$ cat src/field_defs.svh
//----------------------------------------------------------
// shared constants for the prime-field controller
// word width, modulus, microprogram geometry, pacing and
// the byte offsets of the AXI4-Lite register map
//----------------------------------------------------------
`ifndef FIELD_DEFS_SVH
`define FIELD_DEFS_SVH

// datapath
`define FIELD_W         32
`define FIELD_P         32'hFFFFFFFB

// microprogram and operand store geometry
`define UPROG_ADDR_W    5
`define UPROG_LINE_W    16
`define OPR_ADDR_W      3
`define STEP_CYCLES     4

// register map, byte offsets
`define REG_NAME        32'h00
`define REG_CTRL        32'h04
`define REG_STATUS      32'h08
`define REG_OP_A        32'h0C
`define REG_OP_B        32'h10
`define REG_OP_C        32'h14
`define REG_RESULT      32'h18

// reads back as "FP32"
`define CORE_NAME       32'h46503332

`endif

$ cat src/field_pkg.sv
//----------------------------------------------------------
// types shared by the ROM, sequencer, arithmetic unit and
// register bank, plus the micro-instruction layout
//----------------------------------------------------------
`include "field_defs.svh"

package field_pkg;

    typedef enum logic [2:0] {NOP, WR_CORE, ARITH, RD_CORE, END} uop_e;
    typedef enum logic [1:0] {CMD_NONE, CMD_MULADD, CMD_SQRSUB} cmd_e;
    typedef enum logic [1:0] {OP_LOAD, OP_ADD, OP_SUB, OP_MUL} arith_op_e;
    typedef enum logic [2:0] {SRC_A, SRC_B, SRC_C, SRC_ZERO, SRC_ONE} src_e;

    // line layout: uop | op | dst | src_a | src_b | spare
    localparam int LN_UOP = 13;
    localparam int LN_OP  = 11;
    localparam int LN_DST = 8;
    localparam int LN_SA  = 5;
    localparam int LN_SB  = 2;

    // program entry points in the ROM
    localparam logic [`UPROG_ADDR_W-1:0] UPROG_IDLE   = 5'd0;
    localparam logic [`UPROG_ADDR_W-1:0] MULADD_START = 5'd1;
    localparam logic [`UPROG_ADDR_W-1:0] SQRSUB_START = 5'd8;

    // packs one micro-instruction, a WR_CORE line carries src_e in sa
    function automatic logic [`UPROG_LINE_W-1:0] uline(
        input uop_e                   uop,
        input arith_op_e              op,
        input logic [`OPR_ADDR_W-1:0] dst,
        input logic [`OPR_ADDR_W-1:0] sa,
        input logic [`OPR_ADDR_W-1:0] sb
    );
        return {uop, op, dst, sa, sb, 2'b00};
    endfunction

endpackage

$ cat src/field_uprog_rom.sv
//----------------------------------------------------------
// microprogram ROM, one registered read per cycle
// line_o follows addr_i by one clock; address 0 is the
// idle line and unused addresses read as NOP
//----------------------------------------------------------
`timescale 1ns/1ps
`include "field_defs.svh"

module field_uprog_rom (
    input  logic                     clk,
    input  logic                     reset_n,
    input  logic [`UPROG_ADDR_W-1:0] addr_i,
    output logic [`UPROG_LINE_W-1:0] line_o
);
    import field_pkg::*;

    logic [`UPROG_LINE_W-1:0] rom_line;

    always_comb begin
        case (addr_i)
            // MULADD: r4 = r0*r1 + r2
            5'd1:    rom_line = uline(WR_CORE, OP_LOAD, 3'd0, SRC_A, 3'd0);
            5'd2:    rom_line = uline(WR_CORE, OP_LOAD, 3'd1, SRC_B, 3'd0);
            5'd3:    rom_line = uline(WR_CORE, OP_LOAD, 3'd2, SRC_C, 3'd0);
            5'd4:    rom_line = uline(ARITH,   OP_MUL,  3'd3, 3'd0,  3'd1);
            5'd5:    rom_line = uline(ARITH,   OP_ADD,  3'd4, 3'd3,  3'd2);
            5'd6:    rom_line = uline(RD_CORE, OP_LOAD, 3'd0, 3'd4,  3'd0);
            5'd7:    rom_line = uline(END,     OP_LOAD, 3'd0, 3'd0,  3'd0);
            // SQRSUB: r3 = r0*r0 - r1
            5'd8:    rom_line = uline(WR_CORE, OP_LOAD, 3'd0, SRC_A, 3'd0);
            5'd9:    rom_line = uline(WR_CORE, OP_LOAD, 3'd1, SRC_B, 3'd0);
            5'd10:   rom_line = uline(ARITH,   OP_MUL,  3'd2, 3'd0,  3'd0);
            5'd11:   rom_line = uline(ARITH,   OP_SUB,  3'd3, 3'd2,  3'd1);
            5'd12:   rom_line = uline(RD_CORE, OP_LOAD, 3'd0, 3'd3,  3'd0);
            5'd13:   rom_line = uline(END,     OP_LOAD, 3'd0, 3'd0,  3'd0);
            default: rom_line = uline(NOP,     OP_LOAD, 3'd0, 3'd0,  3'd0);
        endcase
    end

    always_ff @(posedge clk or negedge reset_n) begin
        if (!reset_n) begin
            line_o <= '0;
        end else begin
            line_o <= rom_line;
        end
    end

endmodule

$ cat src/field_seq_ctrl.sv
//----------------------------------------------------------
// microprogram sequencer
// waits in idle for a command, then walks its program one
// line per step of at least STEP_CYCLES cycles, stalling
// while the arithmetic unit is busy. each line is decoded
// into a load, a field operation or a result capture
//----------------------------------------------------------
`timescale 1ns/1ps
`include "field_defs.svh"

module field_seq_ctrl (
    input  logic                     clk,
    input  logic                     reset_n,
    input  field_pkg::cmd_e          cmd_i,
    input  logic [`FIELD_W-1:0]      op_a_i,
    input  logic [`FIELD_W-1:0]      op_b_i,
    input  logic [`FIELD_W-1:0]      op_c_i,
    input  logic [`UPROG_LINE_W-1:0] line_i,
    input  logic                     busy_i,
    output logic [`UPROG_ADDR_W-1:0] pc_o,
    output logic                     start_o,
    output field_pkg::arith_op_e     op_o,
    output logic [`OPR_ADDR_W-1:0]   dst_o,
    output logic [`OPR_ADDR_W-1:0]   src_a_o,
    output logic [`OPR_ADDR_W-1:0]   src_b_o,
    output logic [`FIELD_W-1:0]      wr_data_o,
    output logic                     result_we_o,
    output logic                     seq_busy_o
);
    import field_pkg::*;

    localparam int CNT_W = $clog2(`STEP_CYCLES);
    localparam logic [CNT_W-1:0] CNT_END = CNT_W'(`STEP_CYCLES - 1);

    logic [CNT_W-1:0]       step_cnt;
    logic                   step_done;
    uop_e                   line_uop;
    arith_op_e              line_op;
    logic [`OPR_ADDR_W-1:0] line_dst;
    logic [`OPR_ADDR_W-1:0] line_sa;
    logic [`OPR_ADDR_W-1:0] line_sb;
    logic [`FIELD_W-1:0]    wr_mux;

    //----------------------------------------------------------
    // line decode
    //----------------------------------------------------------
    assign line_uop = uop_e'(line_i[LN_UOP +: 3]);
    assign line_op  = arith_op_e'(line_i[LN_OP +: 2]);
    assign line_dst = line_i[LN_DST +: `OPR_ADDR_W];
    assign line_sa  = line_i[LN_SA +: `OPR_ADDR_W];
    assign line_sb  = line_i[LN_SB +: `OPR_ADDR_W];

    // load source for WR_CORE lines
    always_comb begin
        case (src_e'(line_sa))
            SRC_A:   wr_mux = op_a_i;
            SRC_B:   wr_mux = op_b_i;
            SRC_C:   wr_mux = op_c_i;
            SRC_ONE: wr_mux = `FIELD_W'(1);
            default: wr_mux = '0;
        endcase
    end

    assign seq_busy_o = (pc_o != UPROG_IDLE);
    // line executes once paced out and not stalled
    assign step_done  = seq_busy_o && !busy_i && (step_cnt == CNT_END);

    //----------------------------------------------------------
    // program counter and pacing
    //----------------------------------------------------------
    always_ff @(posedge clk or negedge reset_n) begin
        if (!reset_n) begin
            pc_o        <= UPROG_IDLE;
            step_cnt    <= '0;
            start_o     <= 1'b0;
            result_we_o <= 1'b0;
        end else begin
            start_o     <= 1'b0;
            result_we_o <= 1'b0;
            if (busy_i) begin
                step_cnt <= CNT_END;
            end else if (!seq_busy_o) begin
                step_cnt <= '0;
                case (cmd_i)
                    CMD_MULADD: pc_o <= MULADD_START;
                    CMD_SQRSUB: pc_o <= SQRSUB_START;
                    default:    pc_o <= UPROG_IDLE;
                endcase
            end else if (step_done) begin
                step_cnt    <= '0;
                pc_o        <= (line_uop == END) ? UPROG_IDLE : pc_o + 1'b1;
                start_o     <= (line_uop == WR_CORE) || (line_uop == ARITH);
                result_we_o <= (line_uop == RD_CORE);
            end else begin
                step_cnt <= step_cnt + 1'b1;
            end
        end
    end

    // operation fields, held until the next issue
    always_ff @(posedge clk) begin
        if (step_done) begin
            op_o      <= (line_uop == WR_CORE) ? OP_LOAD : line_op;
            dst_o     <= line_dst;
            src_a_o   <= line_sa;
            src_b_o   <= line_sb;
            wr_data_o <= wr_mux;
        end
    end

endmodule

$ cat src/field_arith_unit.sv
//----------------------------------------------------------
// arithmetic unit over GF(P), P = 2^32 - 5
// eight-word operand store; load, add and subtract complete
// in one cycle, multiply runs MSB-first double-and-add over
// 32 steps plus a write-back cycle
//----------------------------------------------------------
`timescale 1ns/1ps
`include "field_defs.svh"

module field_arith_unit (
    input  logic                   clk,
    input  logic                   reset_n,
    input  logic                   start_i,
    input  field_pkg::arith_op_e   op_i,
    input  logic [`OPR_ADDR_W-1:0] dst_i,
    input  logic [`OPR_ADDR_W-1:0] src_a_i,
    input  logic [`OPR_ADDR_W-1:0] src_b_i,
    input  logic [`FIELD_W-1:0]    wr_data_i,
    output logic [`FIELD_W-1:0]    rd_data_o,
    output logic                   busy_o
);
    import field_pkg::*;

    localparam logic [`FIELD_W-1:0] P = `FIELD_P;
    localparam int NREG   = 1 << `OPR_ADDR_W;
    localparam int MCNT_W = $clog2(`FIELD_W + 2);

    logic [`FIELD_W-1:0]    regs [NREG];
    logic [`FIELD_W-1:0]    opa;
    logic [`FIELD_W-1:0]    opb;
    logic [`FIELD_W-1:0]    mul_acc;
    logic [`FIELD_W-1:0]    mul_a;
    logic [`FIELD_W-1:0]    mul_b;
    logic [`FIELD_W-1:0]    mul_dbl;
    logic [`FIELD_W-1:0]    mul_step;
    logic [`OPR_ADDR_W-1:0] mul_dst;
    logic [MCNT_W-1:0]      mul_cnt;

    // x + y with one conditional subtract, valid for x + y < 2P
    function automatic logic [`FIELD_W-1:0] mod_add(
        input logic [`FIELD_W-1:0] x,
        input logic [`FIELD_W-1:0] y
    );
        logic [`FIELD_W:0] s;
        s = {1'b0, x} + {1'b0, y};
        if (s >= {1'b0, P}) begin
            s = s - {1'b0, P};
        end
        return s[`FIELD_W-1:0];
    endfunction

    // borrow is corrected by adding P back, wraps mod 2^32
    function automatic logic [`FIELD_W-1:0] mod_sub(
        input logic [`FIELD_W-1:0] x,
        input logic [`FIELD_W-1:0] y
    );
        return (x >= y) ? x - y : x - y + P;
    endfunction

    assign opa       = regs[src_a_i];
    assign opb       = regs[src_b_i];
    assign rd_data_o = opa;

    // acc = 2*acc + bit*a
    assign mul_dbl  = mod_add(mul_acc, mul_acc);
    assign mul_step = mul_b[`FIELD_W-1] ? mod_add(mul_dbl, mul_a) : mul_dbl;

    //----------------------------------------------------------
    // multiply control, 32 steps then write-back
    //----------------------------------------------------------
    always_ff @(posedge clk or negedge reset_n) begin
        if (!reset_n) begin
            busy_o  <= 1'b0;
            mul_cnt <= '0;
        end else if (busy_o) begin
            busy_o  <= (mul_cnt != MCNT_W'(1));
            mul_cnt <= mul_cnt - 1'b1;
        end else if (start_i && op_i == OP_MUL) begin
            busy_o  <= 1'b1;
            mul_cnt <= MCNT_W'(`FIELD_W + 1);
        end
    end

    always_ff @(posedge clk) begin
        if (busy_o) begin
            if (mul_cnt == MCNT_W'(1)) begin
                regs[mul_dst] <= mul_acc;
            end else begin
                mul_acc <= mul_step;
                mul_b   <= mul_b << 1;
            end
        end else if (start_i) begin
            case (op_i)
                OP_LOAD: regs[dst_i] <= mod_add(wr_data_i, '0);
                OP_ADD:  regs[dst_i] <= mod_add(opa, opb);
                OP_SUB:  regs[dst_i] <= mod_sub(opa, opb);
                OP_MUL: begin
                    mul_acc <= '0;
                    mul_a   <= opa;
                    mul_b   <= opb;
                    mul_dst <= dst_i;
                end
                default: ;
            endcase
        end
    end

endmodule

$ cat src/field_axil_regs.sv
//----------------------------------------------------------
// AXI4-Lite register bank
// holds operands, command, status and result; a command is
// only taken while ready, and valid plus the done interrupt
// mark the end of each command
//----------------------------------------------------------
`timescale 1ns/1ps
`include "field_defs.svh"

module field_axil_regs (
    input  logic                clk,
    input  logic                reset_n,
    input  logic                awvalid_i,
    output logic                awready_o,
    input  logic [31:0]         awaddr_i,
    input  logic                wvalid_i,
    output logic                wready_o,
    input  logic [`FIELD_W-1:0] wdata_i,
    output logic                bvalid_o,
    input  logic                bready_i,
    output logic [1:0]          bresp_o,
    input  logic                arvalid_i,
    output logic                arready_o,
    input  logic [31:0]         araddr_i,
    output logic                rvalid_o,
    input  logic                rready_i,
    output logic [`FIELD_W-1:0] rdata_o,
    output logic [1:0]          rresp_o,
    input  logic                seq_busy_i,
    input  logic                arith_busy_i,
    input  logic                result_we_i,
    input  logic [`FIELD_W-1:0] result_i,
    output field_pkg::cmd_e     cmd_o,
    output logic [`FIELD_W-1:0] op_a_o,
    output logic [`FIELD_W-1:0] op_b_o,
    output logic [`FIELD_W-1:0] op_c_o,
    output logic                done_intr_o
);
    import field_pkg::*;

    logic                ready;
    logic                valid;
    logic                valid_d;
    logic                seq_busy_d;
    logic                wr_accept;
    logic                rd_accept;
    logic                op_we;
    logic                cmd_accept;
    logic [`FIELD_W-1:0] result_q;
    logic [`FIELD_W-1:0] rd_mux;

    assign ready = !seq_busy_i && !arith_busy_i;

    //----------------------------------------------------------
    // handshakes, address and data taken together
    //----------------------------------------------------------
    assign wr_accept = awvalid_i && wvalid_i && !bvalid_o;
    assign rd_accept = arvalid_i && !rvalid_o;
    assign awready_o = wr_accept;
    assign wready_o  = wr_accept;
    assign arready_o = rd_accept;
    assign bresp_o   = 2'b00;
    assign rresp_o   = 2'b00;

    assign op_we      = wr_accept && ready;
    assign cmd_accept = op_we && (awaddr_i == `REG_CTRL) &&
                        (wdata_i[1:0] == CMD_MULADD || wdata_i[1:0] == CMD_SQRSUB);

    // status: bit 0 ready, bit 1 valid
    always_comb begin
        case (araddr_i)
            `REG_NAME:   rd_mux = `CORE_NAME;
            `REG_STATUS: rd_mux = {{(`FIELD_W-2){1'b0}}, valid, ready};
            `REG_OP_A:   rd_mux = op_a_o;
            `REG_OP_B:   rd_mux = op_b_o;
            `REG_OP_C:   rd_mux = op_c_o;
            `REG_RESULT: rd_mux = result_q;
            default:     rd_mux = '0;
        endcase
    end

    always_ff @(posedge clk or negedge reset_n) begin
        if (!reset_n) begin
            bvalid_o   <= 1'b0;
            rvalid_o   <= 1'b0;
            cmd_o      <= CMD_NONE;
            op_a_o     <= '0;
            op_b_o     <= '0;
            op_c_o     <= '0;
            result_q   <= '0;
            valid      <= 1'b0;
            valid_d    <= 1'b0;
            seq_busy_d <= 1'b0;
        end else begin
            if (wr_accept) begin
                bvalid_o <= 1'b1;
            end else if (bready_i) begin
                bvalid_o <= 1'b0;
            end
            if (rd_accept) begin
                rvalid_o <= 1'b1;
            end else if (rready_i) begin
                rvalid_o <= 1'b0;
            end

            if (op_we && awaddr_i == `REG_OP_A) begin
                op_a_o <= wdata_i;
            end
            if (op_we && awaddr_i == `REG_OP_B) begin
                op_b_o <= wdata_i;
            end
            if (op_we && awaddr_i == `REG_OP_C) begin
                op_c_o <= wdata_i;
            end
            // one-cycle command pulse to the sequencer
            cmd_o <= cmd_accept ? cmd_e'(wdata_i[1:0]) : CMD_NONE;

            if (result_we_i) begin
                result_q <= result_i;
            end

            // falling edge of seq busy marks completion
            seq_busy_d <= seq_busy_i;
            if (seq_busy_d && !seq_busy_i) begin
                valid <= 1'b1;
            end
            if (cmd_accept) begin
                valid <= 1'b0;
            end
            valid_d <= valid;
        end
    end

    always_ff @(posedge clk) begin
        if (rd_accept) begin
            rdata_o <= rd_mux;
        end
    end

    assign done_intr_o = valid && !valid_d;

endmodule

$ cat src/field_ctrl_top.sv
//----------------------------------------------------------
// prime-field controller top level
// software loads A, B and C, writes a command to CTRL and
// polls STATUS or waits for done_intr_o
//----------------------------------------------------------
`timescale 1ns/1ps
`include "field_defs.svh"

module field_ctrl_top (
    input  logic                clk,
    input  logic                reset_n,
    input  logic                awvalid_i,
    output logic                awready_o,
    input  logic [31:0]         awaddr_i,
    input  logic                wvalid_i,
    output logic                wready_o,
    input  logic [`FIELD_W-1:0] wdata_i,
    output logic                bvalid_o,
    input  logic                bready_i,
    output logic [1:0]          bresp_o,
    input  logic                arvalid_i,
    output logic                arready_o,
    input  logic [31:0]         araddr_i,
    output logic                rvalid_o,
    input  logic                rready_i,
    output logic [`FIELD_W-1:0] rdata_o,
    output logic [1:0]          rresp_o,
    output logic                done_intr_o
);
    import field_pkg::*;

    cmd_e                     cmd;
    arith_op_e                op;
    logic [`FIELD_W-1:0]      op_a;
    logic [`FIELD_W-1:0]      op_b;
    logic [`FIELD_W-1:0]      op_c;
    logic [`FIELD_W-1:0]      wr_data;
    logic [`FIELD_W-1:0]      rd_data;
    logic [`UPROG_ADDR_W-1:0] pc;
    logic [`UPROG_LINE_W-1:0] line;
    logic [`OPR_ADDR_W-1:0]   dst;
    logic [`OPR_ADDR_W-1:0]   src_a;
    logic [`OPR_ADDR_W-1:0]   src_b;
    logic                     start;
    logic                     arith_busy;
    logic                     seq_busy;
    logic                     result_we;

    field_axil_regs field_axil_regs_i (
        .clk, .reset_n,
        .awvalid_i, .awready_o, .awaddr_i, .wvalid_i, .wready_o, .wdata_i,
        .bvalid_o, .bready_i, .bresp_o,
        .arvalid_i, .arready_o, .araddr_i, .rvalid_o, .rready_i, .rdata_o, .rresp_o,
        .seq_busy_i(seq_busy), .arith_busy_i(arith_busy),
        .result_we_i(result_we), .result_i(rd_data),
        .cmd_o(cmd), .op_a_o(op_a), .op_b_o(op_b), .op_c_o(op_c),
        .done_intr_o
    );

    field_seq_ctrl field_seq_ctrl_i (
        .clk, .reset_n,
        .cmd_i(cmd), .op_a_i(op_a), .op_b_i(op_b), .op_c_i(op_c),
        .line_i(line), .busy_i(arith_busy),
        .pc_o(pc), .start_o(start), .op_o(op), .dst_o(dst),
        .src_a_o(src_a), .src_b_o(src_b), .wr_data_o(wr_data),
        .result_we_o(result_we), .seq_busy_o(seq_busy)
    );

    field_uprog_rom field_uprog_rom_i (
        .clk, .reset_n, .addr_i(pc), .line_o(line)
    );

    field_arith_unit field_arith_unit_i (
        .clk, .reset_n,
        .start_i(start), .op_i(op), .dst_i(dst),
        .src_a_i(src_a), .src_b_i(src_b), .wr_data_i(wr_data),
        .rd_data_o(rd_data), .busy_o(arith_busy)
    );

endmodule

$ cat config.mk
export PLATFORM = sky130hd
export DESIGN_NAME = field_ctrl_top
export DESIGN_NICKNAME = d
export VERILOG_FILES = /design/src/field_pkg.sv /design/src/field_uprog_rom.sv /design/src/field_seq_ctrl.sv /design/src/field_arith_unit.sv /design/src/field_axil_regs.sv /design/src/field_ctrl_top.sv
export VERILOG_INCLUDE_DIRS = /design/src /design/src/src
export SDC_FILE = /design/constraint.sdc
export NUM_CORES = 1
export LEC_CHECK = 0
export BUFFER_PORTS_ARGS = -buffer_cell sky130_fd_sc_hd__buf_2
export CAP_MARGIN = 20
export CORE_MARGIN = 2
export CORE_UTILIZATION = 31
export CTS_CLUSTER_DIAMETER = 50
export DETAILED_ROUTE_END_ITERATION = 10
export GPL_TIMING_DRIVEN = 0
export PLACE_DENSITY = 0.49
export REMOVE_ABC_BUFFERS = 1
export SLEW_MARGIN = 20
export SYNTH_ARGS = -nofsm -noshare
export SYNTH_HDL_FRONTEND = slang
export SYNTH_SLANG_ARGS = --single-unit
$ cat constraint.sdc
create_clock -name clk -period 13.45 [get_ports clk]
set_clock_uncertainty 0.15 [all_clocks]
set_input_delay 0.6725 -clock clk [delete_from_list [all_inputs] [get_ports clk]]
set_output_delay 0.6725 -clock clk [all_outputs]
set_load 0.02 [all_outputs]
Yosys cells after proc, flatten, opt, wreduce, memory -nomap -nowiden
Memory sizes are Yosys's and may differ from the RTL's. A register that Yosys moved wholly into a read port is not among the register bits.
Index checks and enable logic that the tools add are counted.
- memories: 2
- memory bits (writable): 256
- latch bits: 0
- output and inout bits: 42
- word-level logic and storage cells: 182
- memory bits (read-only): 208
- flip-flop bits (word level): 341
- memories (name ; depth ; bits a word ; rd ports ; clocked after Yosys merged registers in ; write ports ; RTL line ; text):
    field_arith_unit_i.regs ; 8 ; 32 ; 2 ; 2 ; 1 ; field_arith_unit.sv:28 ; logic [`FIELD_W-1:0] regs [NREG];
    (name not given) ; 16 ; 13 ; 1 ; 0 ; 0 ; field_uprog_rom.sv:20 ; case (addr_i)
- magnitude comparators: 5
- bitwise operators: 3
- add/subtract/negate cells: 12
- shift-type cells: 0
- divide/modulo/power cells: 0
- $mul: 0
- muxes and demuxes: 69
- eq/ne operators: 28
- reductions and logical operators: 36
- operators by type and width (kind ; count):
    $mux 32 ; 23
    $pmux 32 s6 ; 1
    $eq 32x5->1 const B ; 5
    $pmux 32 s4 ; 1
    $sub 32x32->32 const B ; 4
    $add 32x32->33 ; 3
    $ge 33x32->1 const B ; 3
    $eq 32x4->1 const B ; 3
    $add 32x32->32 const B ; 1
    $eq 32x3->1 const B ; 1
    $ge 32x32->1 ; 1
    $ge 32x32->1 const B ; 1
    $logic_not 32->1 ; 1
    $reduce_or 32->1 ; 1
    $sub 32x32->32 ; 1
    $mux 1 ; 30
    $mux 16 ; 1
    $logic_and 1x1->1 ; 15
    $mux 5 ; 3
    $mux 6 ; 2
    $reduce_bool 2->1 ; 6
    $eq 2x2->1 const B ; 5
    $eq 3x2->1 const B ; 3
    $mux 3 ; 3
    21 further kinds ; 35

Logic depth before layout (Yosys ltp)
Gate-level depths: netlist of the first run.
- depth after elaboration: 9
- mapped depth: 25
- mapped depth without buffers: 23

Hierarchy
Synthesis of the first run repeated with hierarchy kept, for this count alone.
- cells, all modules: 3060
- area, all modules: 36453.7 um^2
- modules (own cells, without submodules) (module ; area each (um^2) ; cells each ; instances ; seq. area each (um^2)):
    field_arith_unit ; 25286.8 ; 2200 ; 1 ; 10835.4
    field_axil_regs ; 7881.3 ; 566 ; 1 ; 4339.2
    field_seq_ctrl ; 2707.6 ; 236 ; 1 ; 1516.5
    field_uprog_rom ; 578.1 ; 58 ; 1 ; 300.3

Worst setup path after synthesis of the first run
No wires, ideal clock.
- path type: register to register
- from: register field_arith_unit_i.mul_acc[6]
- to: register field_arith_unit_i.mul_acc[8], data pin
- arrival: 6.321 ns
- slack: 6.812 ns
- path buffers: 2
- period minus slack after synthesis: 6.638 ns
- cell stages (with the launch flop): 25
- setup time: 0.167 ns
- data required time: 13.133 ns
- cells stage by stage: edfxtp_1 and4_1 and3_1 nand3_1 nor4_1 a41oi_1 nor2b_1 and4_1 clkbuf_1 nor3b_1 xnor2_1 ha_1 buf_2 and4_1 and3_1 or3b_1 nand4b_1 nor3b_1 and2_1 nand4b_1 or4b_1 o21ai_1 nand3_1 xor2_1 a211oi_1
- word-level cells in the longest chain between the ends: 9
- elaborated cells on any way between the ends: 11
- classes of those cells: add/sub: 4; order compare: 2; mux: 5
- RTL lines (item ; RTL line ; text):
    start, declared ; field_arith_unit.sv:31 ; logic [`FIELD_W-1:0] mul_acc;
    start signal, assigned ; field_arith_unit.sv:89 ; mul_acc <= mul_step;
    $add 32x32->33 * ; field_arith_unit.sv:45 ; s = {1'b0, x} + {1'b0, y};
    $sub 32x32->32 or $ge 33x32->1 (tied branches) ; field_arith_unit.sv:47, field_arith_unit.sv:46 ;
    $mux 32 * ; field_arith_unit.sv:46 ; if (s >= {1'b0, P}) begin
    $add 32x32->33 ; field_arith_unit.sv:45 ;
    $sub 32x32->32 or $ge 33x32->1 (tied branches) ; field_arith_unit.sv:47, field_arith_unit.sv:46 ;
    $mux 32 ; field_arith_unit.sv:46 ;
    $mux 32 * ; field_arith_unit.sv:66 ; assign mul_step = mul_b[`FIELD_W-1] ? mod_add(mul_dbl, mul_a) : mul_dbl;
    $mux 32 * ; field_arith_unit.sv:86 ; if (mul_cnt == MCNT_W'(1)) begin
    $mux 32 * ; field_arith_unit.sv:85 ; if (busy_o) begin
Mark *: on every way between the ends. The rest lies on a longest branch, timed or not. The select of a mux whose other input is x is not followed.
A chain may end at the register's enable or synchronous reset.

Final worst setup path of the first run
- from: register field_arith_unit_i.mul_acc[6]
- to: register field_arith_unit_i.mul_acc[30], data pin
The elaborated chain is that of the path after synthesis.

==> reports/results.tsv, run 1 <==
metric	value	unit
fmax	115	MHz
period_needed	8.73	ns
cts_hold_buf	2	
vias	25094	
rows	122	
clock_path_buffers	3	
setup_viol	0	
fin_crit_sh	0.649	
cts_made_buffers	83	
wl_per_cell	22.1	microns
drtAntennaViolNets	0	
antenna_found_initial	1	
cts-root-buf	clkbuf_16	
path_clk_slew	0.06	ns
postSynthCellCount	3011	
critical_path_class	reg2reg	
cts_num_sinks	596	
die_height	337	microns
drv_slew	0	
cts-htree-levels	3	
grt_pass1_wl	156000	microns
drv_cap	0	
fillers	10889	
cts_tree	done	
reg2reg_from	field_arith_unit_i.mul_acc[6]$_SDFFCE_PN0P_	
startpoint	field_arith_unit_i.mul_acc[6]$_SDFFCE_PN0P_	
postCtsSetupBuffers	0	
synth-seq-cells	596	
initial_core_util	0.311	
crit_end	field_arith_unit_i.mul_acc[30]$_SDFFCE_PN0P_	
crit_path_end_kind	register	
synth_edf_count	428	
yosysSeqAreaShare	0.496	
post-place-ws	4.58	ns
drt_iter0_drc	2159	
first_pass_iters	6	
arrival	8.94	ns
area_growth	16.6	%
start_kind	register	
yosys.cell_types.count	103	
grt_max_degree	64	
clkLatencyLatePin	0.66	ns
required	13.67	ns
rsz0062_at_grt	false	
power_density	105	mW/mm^2
hold_viol	0	
viasPerCell	5.37	
dpl.hpwl	78600	microns
status	finished, final reports clean	
synth_area_per_cell	11.4	sq um
cp_max_fo	11	
grt_pass1_vias	24625	
rr_worst_depth	22	
yosysWarningCount	0	
final-seq-area	0.0171	sq mm
reg2reg_to	field_arith_unit_i.mul_acc[30]$_SDFFCE_PN0P_	
overflow	0	
tightest_slew	1.19	ns
multi_input_area	0.0165	sq mm
power.total	4.20	mW
wirelength	104000	microns
fin_nets	3344	
setup_ws	4.72	ns
slew_headroom	0.199	
cts_resized	0	
irDropWorstVdd	0.107	mV
die-area	0.114	sq mm
grt_usage	0.181	
worst_hold_path_type	in2reg	
die_x	337	microns
p_leak	14.5	nW
place.gp.congestion	0.897	
syn_area	0.0344	sq mm
design.core.area	0.110	sq mm
synth_ff_type	edfxtp_1	
drive_gt1_frac	0.212	
rrSetupSlack	4.72	ns
drc	0	
setup_tns	0	ns
async_flop_share	0.273	
ios	145	
port_buffers	140	
==> flip-flops by register name, summed over array words and instances, names as in the netlist, 2 cells and up, named ones only <==
| register | cells |
|---|---|
| field_arith_unit_i.regs | 256 |
| field_arith_unit_i.mul_a | 32 |
| field_arith_unit_i.mul_acc | 32 |
| field_arith_unit_i.mul_b | 32 |
| field_axil_regs_i.op_a_o | 32 |
| field_axil_regs_i.op_b_o | 32 |
| field_axil_regs_i.op_c_o | 32 |
| field_axil_regs_i.rdata_o | 32 |
| field_axil_regs_i.result_q | 32 |
| field_seq_ctrl_i.wr_data_o | 32 |
| field_uprog_rom_i.line_o | 12 |
| field_arith_unit_i.mul_cnt | 6 |
| field_seq_ctrl_i.pc_o | 5 |
| field_arith_unit_i.mul_dst | 3 |
| field_seq_ctrl_i.src_a_o | 3 |
| field_axil_regs_i.cmd_o | 2 |
| field_seq_ctrl_i.dst_o | 2 |
| field_seq_ctrl_i.op_o | 2 |
| field_seq_ctrl_i.src_b_o | 2 |
| field_seq_ctrl_i.step_cnt | 2 |
==> layout make-up <==
type	instances	area share
sequential	596	0.426
multi-input combinational	2154	0.412
clock buffer	93	0.0538
tap	1488	0.0465
timing repair buffer	186	0.0373
clock inverter	55	0.0150
inverter	104	0.00974
antenna	1	0.0000624
==> kinds of logic after synthesis <==
logic type	share of synthesized area
AO/OA/AOI/OAI	0.134
XOR/XNOR	0.0431
adder cells (fa/ha/maj)	0.0429
buffers and inverters	0.0306
flip-flops	0.496
multiplexers	0.129
other	0.000109
AND/OR/NAND/NOR	0.125
==> power breakdown <==
| group | internal [mW] | switching, mW | total (mW) |
|---|---|---|---|
| Combinational | 0.0208 | 0.0376 | 0.0584 |
| Clock | 1.31 | 0.873 | 2.18 |
| Sequential | 1.96 | 0.00215 | 1.96 |
| Total | 3.29 | 0.912 | 4.20 |
==> worst min-delay path by stage <==
stage                                               start                                      to  slack [ns]  cells after the start
finish                                           bready_i  field_axil_regs_i.bvalid_o$_DFFE_PN0P_        0.05                      2
global route                                     bready_i  field_axil_regs_i.bvalid_o$_DFFE_PN0P_        0.02                      2
CTS                                              bready_i  field_axil_regs_i.bvalid_o$_DFFE_PN0P_      0.0007                      2
detailed placement  field_uprog_rom_i.line_o[8]$_DFF_PN0_     field_seq_ctrl_i.dst_o[0]$_DFFE_PP_        0.25                      0
global placement    field_uprog_rom_i.line_o[8]$_DFF_PN0_     field_seq_ctrl_i.dst_o[0]$_DFFE_PP_        0.26                      0
floorplan                                         reset_n     field_arith_unit_i.busy_o$_DFF_PN0_        0.23                      0
==> Yosys cell counts (20+ instances only) <==
cell type,n,area share
a31oi_1,28,0.0051
nor2b_1,31,0.0056
buf_1,27,0.0029
a22oi_1,42,0.0092
nand4_1,40,0.0073
a21o_1,30,0.0066
dfrtp_1,163,0.12
o21ai_0,139,0.020
nand2_1,218,0.024
edfxtp_1,428,0.37
nor3_1,69,0.010
mux4_2,96,0.063
inv_1,90,0.0098
mux2i_1,41,0.012
nor4_1,40,0.0073
xnor2_1,109,0.028
mux2_2,165,0.054
clkbuf_1,106,0.012
a211oi_1,20,0.0044
nor2_1,227,0.025
nand3_1,76,0.011
xor2_1,60,0.015
a21oi_1,219,0.032
ha_1,113,0.041
==> placed cells by master (no fill, tap or decap), types with 16 or more instances in the layout <==
cell type    n
a211oi_1    17
a21o_1      30
a21oi_1    218
a22oi_1     42
a31oi_1     27
and2_1      18
buf_12      21
buf_2      145
clkbuf_16   84
dfrtp_1    158
edfxtp_1   428
ha_1       113
inv_1       89
mux2_2     165
mux2i_1     41
mux4_2      96
nand2_1    217
nand2b_1    19
nand3_1     76
nand4_1     40
nor2_1     217
nor2b_1     28
nor3_1      69
nor4_1      36
o211ai_1    19
o21ai_0    139
o31ai_1     17
or3_1       16
xnor2_1    109
xor2_1      60
==> layer usage <==
metal	global-route usage	vias up	routed length [microns]
li1	-	11746	-
met2	0.278	654	46600
met3	0.0305	155	4920
met4	0.0759	0	4430
met1	0.253	12539	47500
met5	0	-	0
==> metrics by stage <==
step | hold WS [ns] | instances | util | instance area (sq um)
2_1_floorplan | 0.227 | 2854 | - | 33700
3_3_place_gp | 0.259 | 4482 | 0.329 | 36300
3_5_place_dp | 0.255 | 4526 | 0.338 | 37300
4_1_cts | 0.000680 | 4676 | 0.363 | 40000
5_1_grt | 0.0232 | 4676 | 0.363 | 40100
6_report | 0.0532 | 4677 | 0.363 | 40100
==> worst max-delay path, stage by stage, from the launching register on <==
cell,delay (ns)
edfxtp_1,0.48
and4_1,0.27
and3_1,0.21
nand3_1,0.17
nor4_2,0.61
a41oi_1,0.56
nor2b_1,0.38
and4_1,0.53
nand3_1,0.16
xnor2_1,0.27
ha_1,0.39
a21oi_1,0.36
o21ai_0,0.32
a221o_1,0.36
a31oi_1,0.44
xnor2_1,0.25
and2_1,0.17
nand4b_1,0.20
nor4b_1,0.88
a31oi_2,0.50
nor4b_1,0.46
xor2_1,0.19
o21ai_0,0.10
No activity file was read; power rests on OpenSTA's default activity.
==> inputs of run 2 (changes only) <==
clock period = 8.3 ns   (was 13.45 ns; I/O delays follow)
==> reports/results.tsv, run 2 (synthesized netlist as in run 1, its figures left out) <==
metric	value	unit	change
cts_made_buffers	83		unchanged
rrSetupSlack	0.44	ns	-4.28 ns
drtAntennaViolNets	0		unchanged
layout_commonest_cell	edfxtp_1		
crit_path_end_kind	register		
grt_pass1_vias	24805		+0.73%
power_density	168	mW/mm^2	+61%
required	8.61	ns	-5.06 ns
dpl.hpwl	78600	microns	unchanged
die_x	337	microns	unchanged
die_height	337	microns	unchanged
place_area	0.0373	sq mm	unchanged
antenna_cells	0		-1
stdcell_area	0.0405	sq mm	+1.1%
post-place-ws	-0.568	ns	-5.15 ns
final-seq-area	0.0171	sq mm	unchanged
drv_slew	0		unchanged
port_buffers	140		unchanged
setup_ws	0.443	ns	-4.28 ns
status	finished, final reports clean		
drive_gt1_frac	0.211		-0.00101
place_inst	4526		unchanged
initial_core_util	0.311		unchanged
cts-root-buf	clkbuf_16		
period_needed	7.86	ns	-0.869 ns
clock_path_buffers	3		unchanged
cts_tree	done		
fillers	10853		-0.33%
fin_util	0.367		+0.00397
antenna_found_initial	1		unchanged
die-area	0.114	sq mm	unchanged
fin_crit_sh	0.947		+0.298
clkLatencyLatePin	0.66	ns	about the same
multi_input_area	0.0166	sq mm	+0.30%
grt_usage	0.182		+0.000373
hold_viol	0		unchanged
regMostFlops	field_arith_unit_i.regs		
path_clk_slew	0.06	ns	about the same
first_pass_iters	6		unchanged
drt_iter0_drc	2008		-7.0%
rows	122		unchanged
critical_path_class	reg2reg		
drv_cap	0		unchanged
fmax	127	MHz	+11%
setup_viol	0		unchanged
wl_per_cell	22.0	microns	-0.53%
arrival	8.17	ns	-0.77 ns
fin_cells	4715		+0.81%
cts-htree-levels	3		unchanged
tightest_slew	1.13	ns	-0.0602 ns
slew_headroom	0.240		+0.0406
worst_hold_path_type	in2reg		
grt_pass1_wl	156000	microns	+0.33%
place.gp.congestion	0.897		unchanged
design.core.area	0.110	sq mm	unchanged
vias	25255		+0.64%
cp_max_fo	11		unchanged
p_leak	14.7	nW	+1.2%
overflow	0		unchanged
ios	145		unchanged
viasPerCell	5.36		-0.17%
final_cell_mix	428 x edfxtp_1, 218 x a21oi_1, 217 x nor2_1, 217 x nand2_1, 165 x mux2_2		
largest_reg_flops	256		unchanged
cts_num_sinks	596		unchanged
start_kind	register		
drc	0		unchanged
fin_nets	3383		+1.2%
area_growth	17.9	%	
grt_max_degree	64		unchanged
irDropWorstVdd	0.173	mV	+62%
wirelength	104000	microns	+0.28%
[run 2: worst paths after layout]
kind	cells past startpoint	end	startpoint
max	22	field_arith_unit_i.mul_acc[8]$_SDFFCE_PN0P_	field_arith_unit_i.mul_acc[6]$_SDFFCE_PN0P_
min	4	field_axil_regs_i.valid$_DFFE_PN0P_	awaddr_i[2]
max reg2reg	22	field_arith_unit_i.mul_acc[8]$_SDFFCE_PN0P_	field_arith_unit_i.mul_acc[6]$_SDFFCE_PN0P_
min reg2reg	0	field_seq_ctrl_i.dst_o[0]$_DFFE_PP_	field_uprog_rom_i.line_o[8]$_DFF_PN0_
max in group asynchronous	4	field_axil_regs_i.result_q[24]$_DFFE_PN0P_	reset_n
min in group asynchronous	2	field_axil_regs_i.bvalid_o$_DFFE_PN0P_	reset_n
[run 2: per-layer routing]
metal,routed length [microns],vias up,track usage
met5,0,-,0
met4,4410,0,0.0759
met3,5310,152,0.0305
met2,46800,688,0.279
met1,47300,12590,0.253
li1,-,11825,-
[run 2: report_power, final]
group	switching, mW	total [mW]	internal (mW)
Combinational	0.0641	0.111	0.0465
Sequential	0.00347	3.18	3.17
Clock	1.41	3.54	2.12
Total	1.48	6.82	5.34
[run 2: cell type report]
class                           count  share of cell area
Inverter                          104             0.00964
Clock buffer                       93              0.0532
Clock inverter                     55              0.0149
Sequential cell                   596               0.421
Timing Repair Buffer              225              0.0466
Multi-Input combinational cell   2154               0.409
Tap cell                         1488              0.0460
[run 2: stage by stage]
step,hold slack (ns),total power [mW],setup TNS [ns]
6_report,0.0561,6.82,0
5_1_grt,0.0951,7.04,-0.00116
4_1_cts,0.00612,6.91,0
3_5_place_dp,0.233,3.33,-7.68
3_3_place_gp,0.259,3.33,-871.17
2_1_floorplan,-0.0306,3.26,-0.220
[run 2: critical path, cell delays in order, from the launching register on]
cell      delay (ns)
edfxtp_1        0.49
and4_1          0.28
and3_1          0.21
nand3_1         0.21
nor4_4          0.52
a41oi_2         0.39
nor2b_1         0.32
and4_2          0.43
nand3_1         0.13
xnor2_1         0.26
ha_1            0.39
a21oi_1         0.37
o21ai_0         0.32
a221o_1         0.36
a31oi_1         0.44
xnor2_1         0.24
and2_1          0.17
nand4b_1        0.24
or4b_1          0.72
o21ai_4         0.37
nand3_1         0.19
xor2_1          0.20
a211oi_1        0.23
[run 2: repair_timing]
item | 4_1_cts | 5_1_grt
setup buffers | 0 | 0
hold endpoints to repair | 206 | 0
hold buffers | 41 | 0
gates resized for setup | 3 | 6
endpoints found under the setup margin | 26 | 30
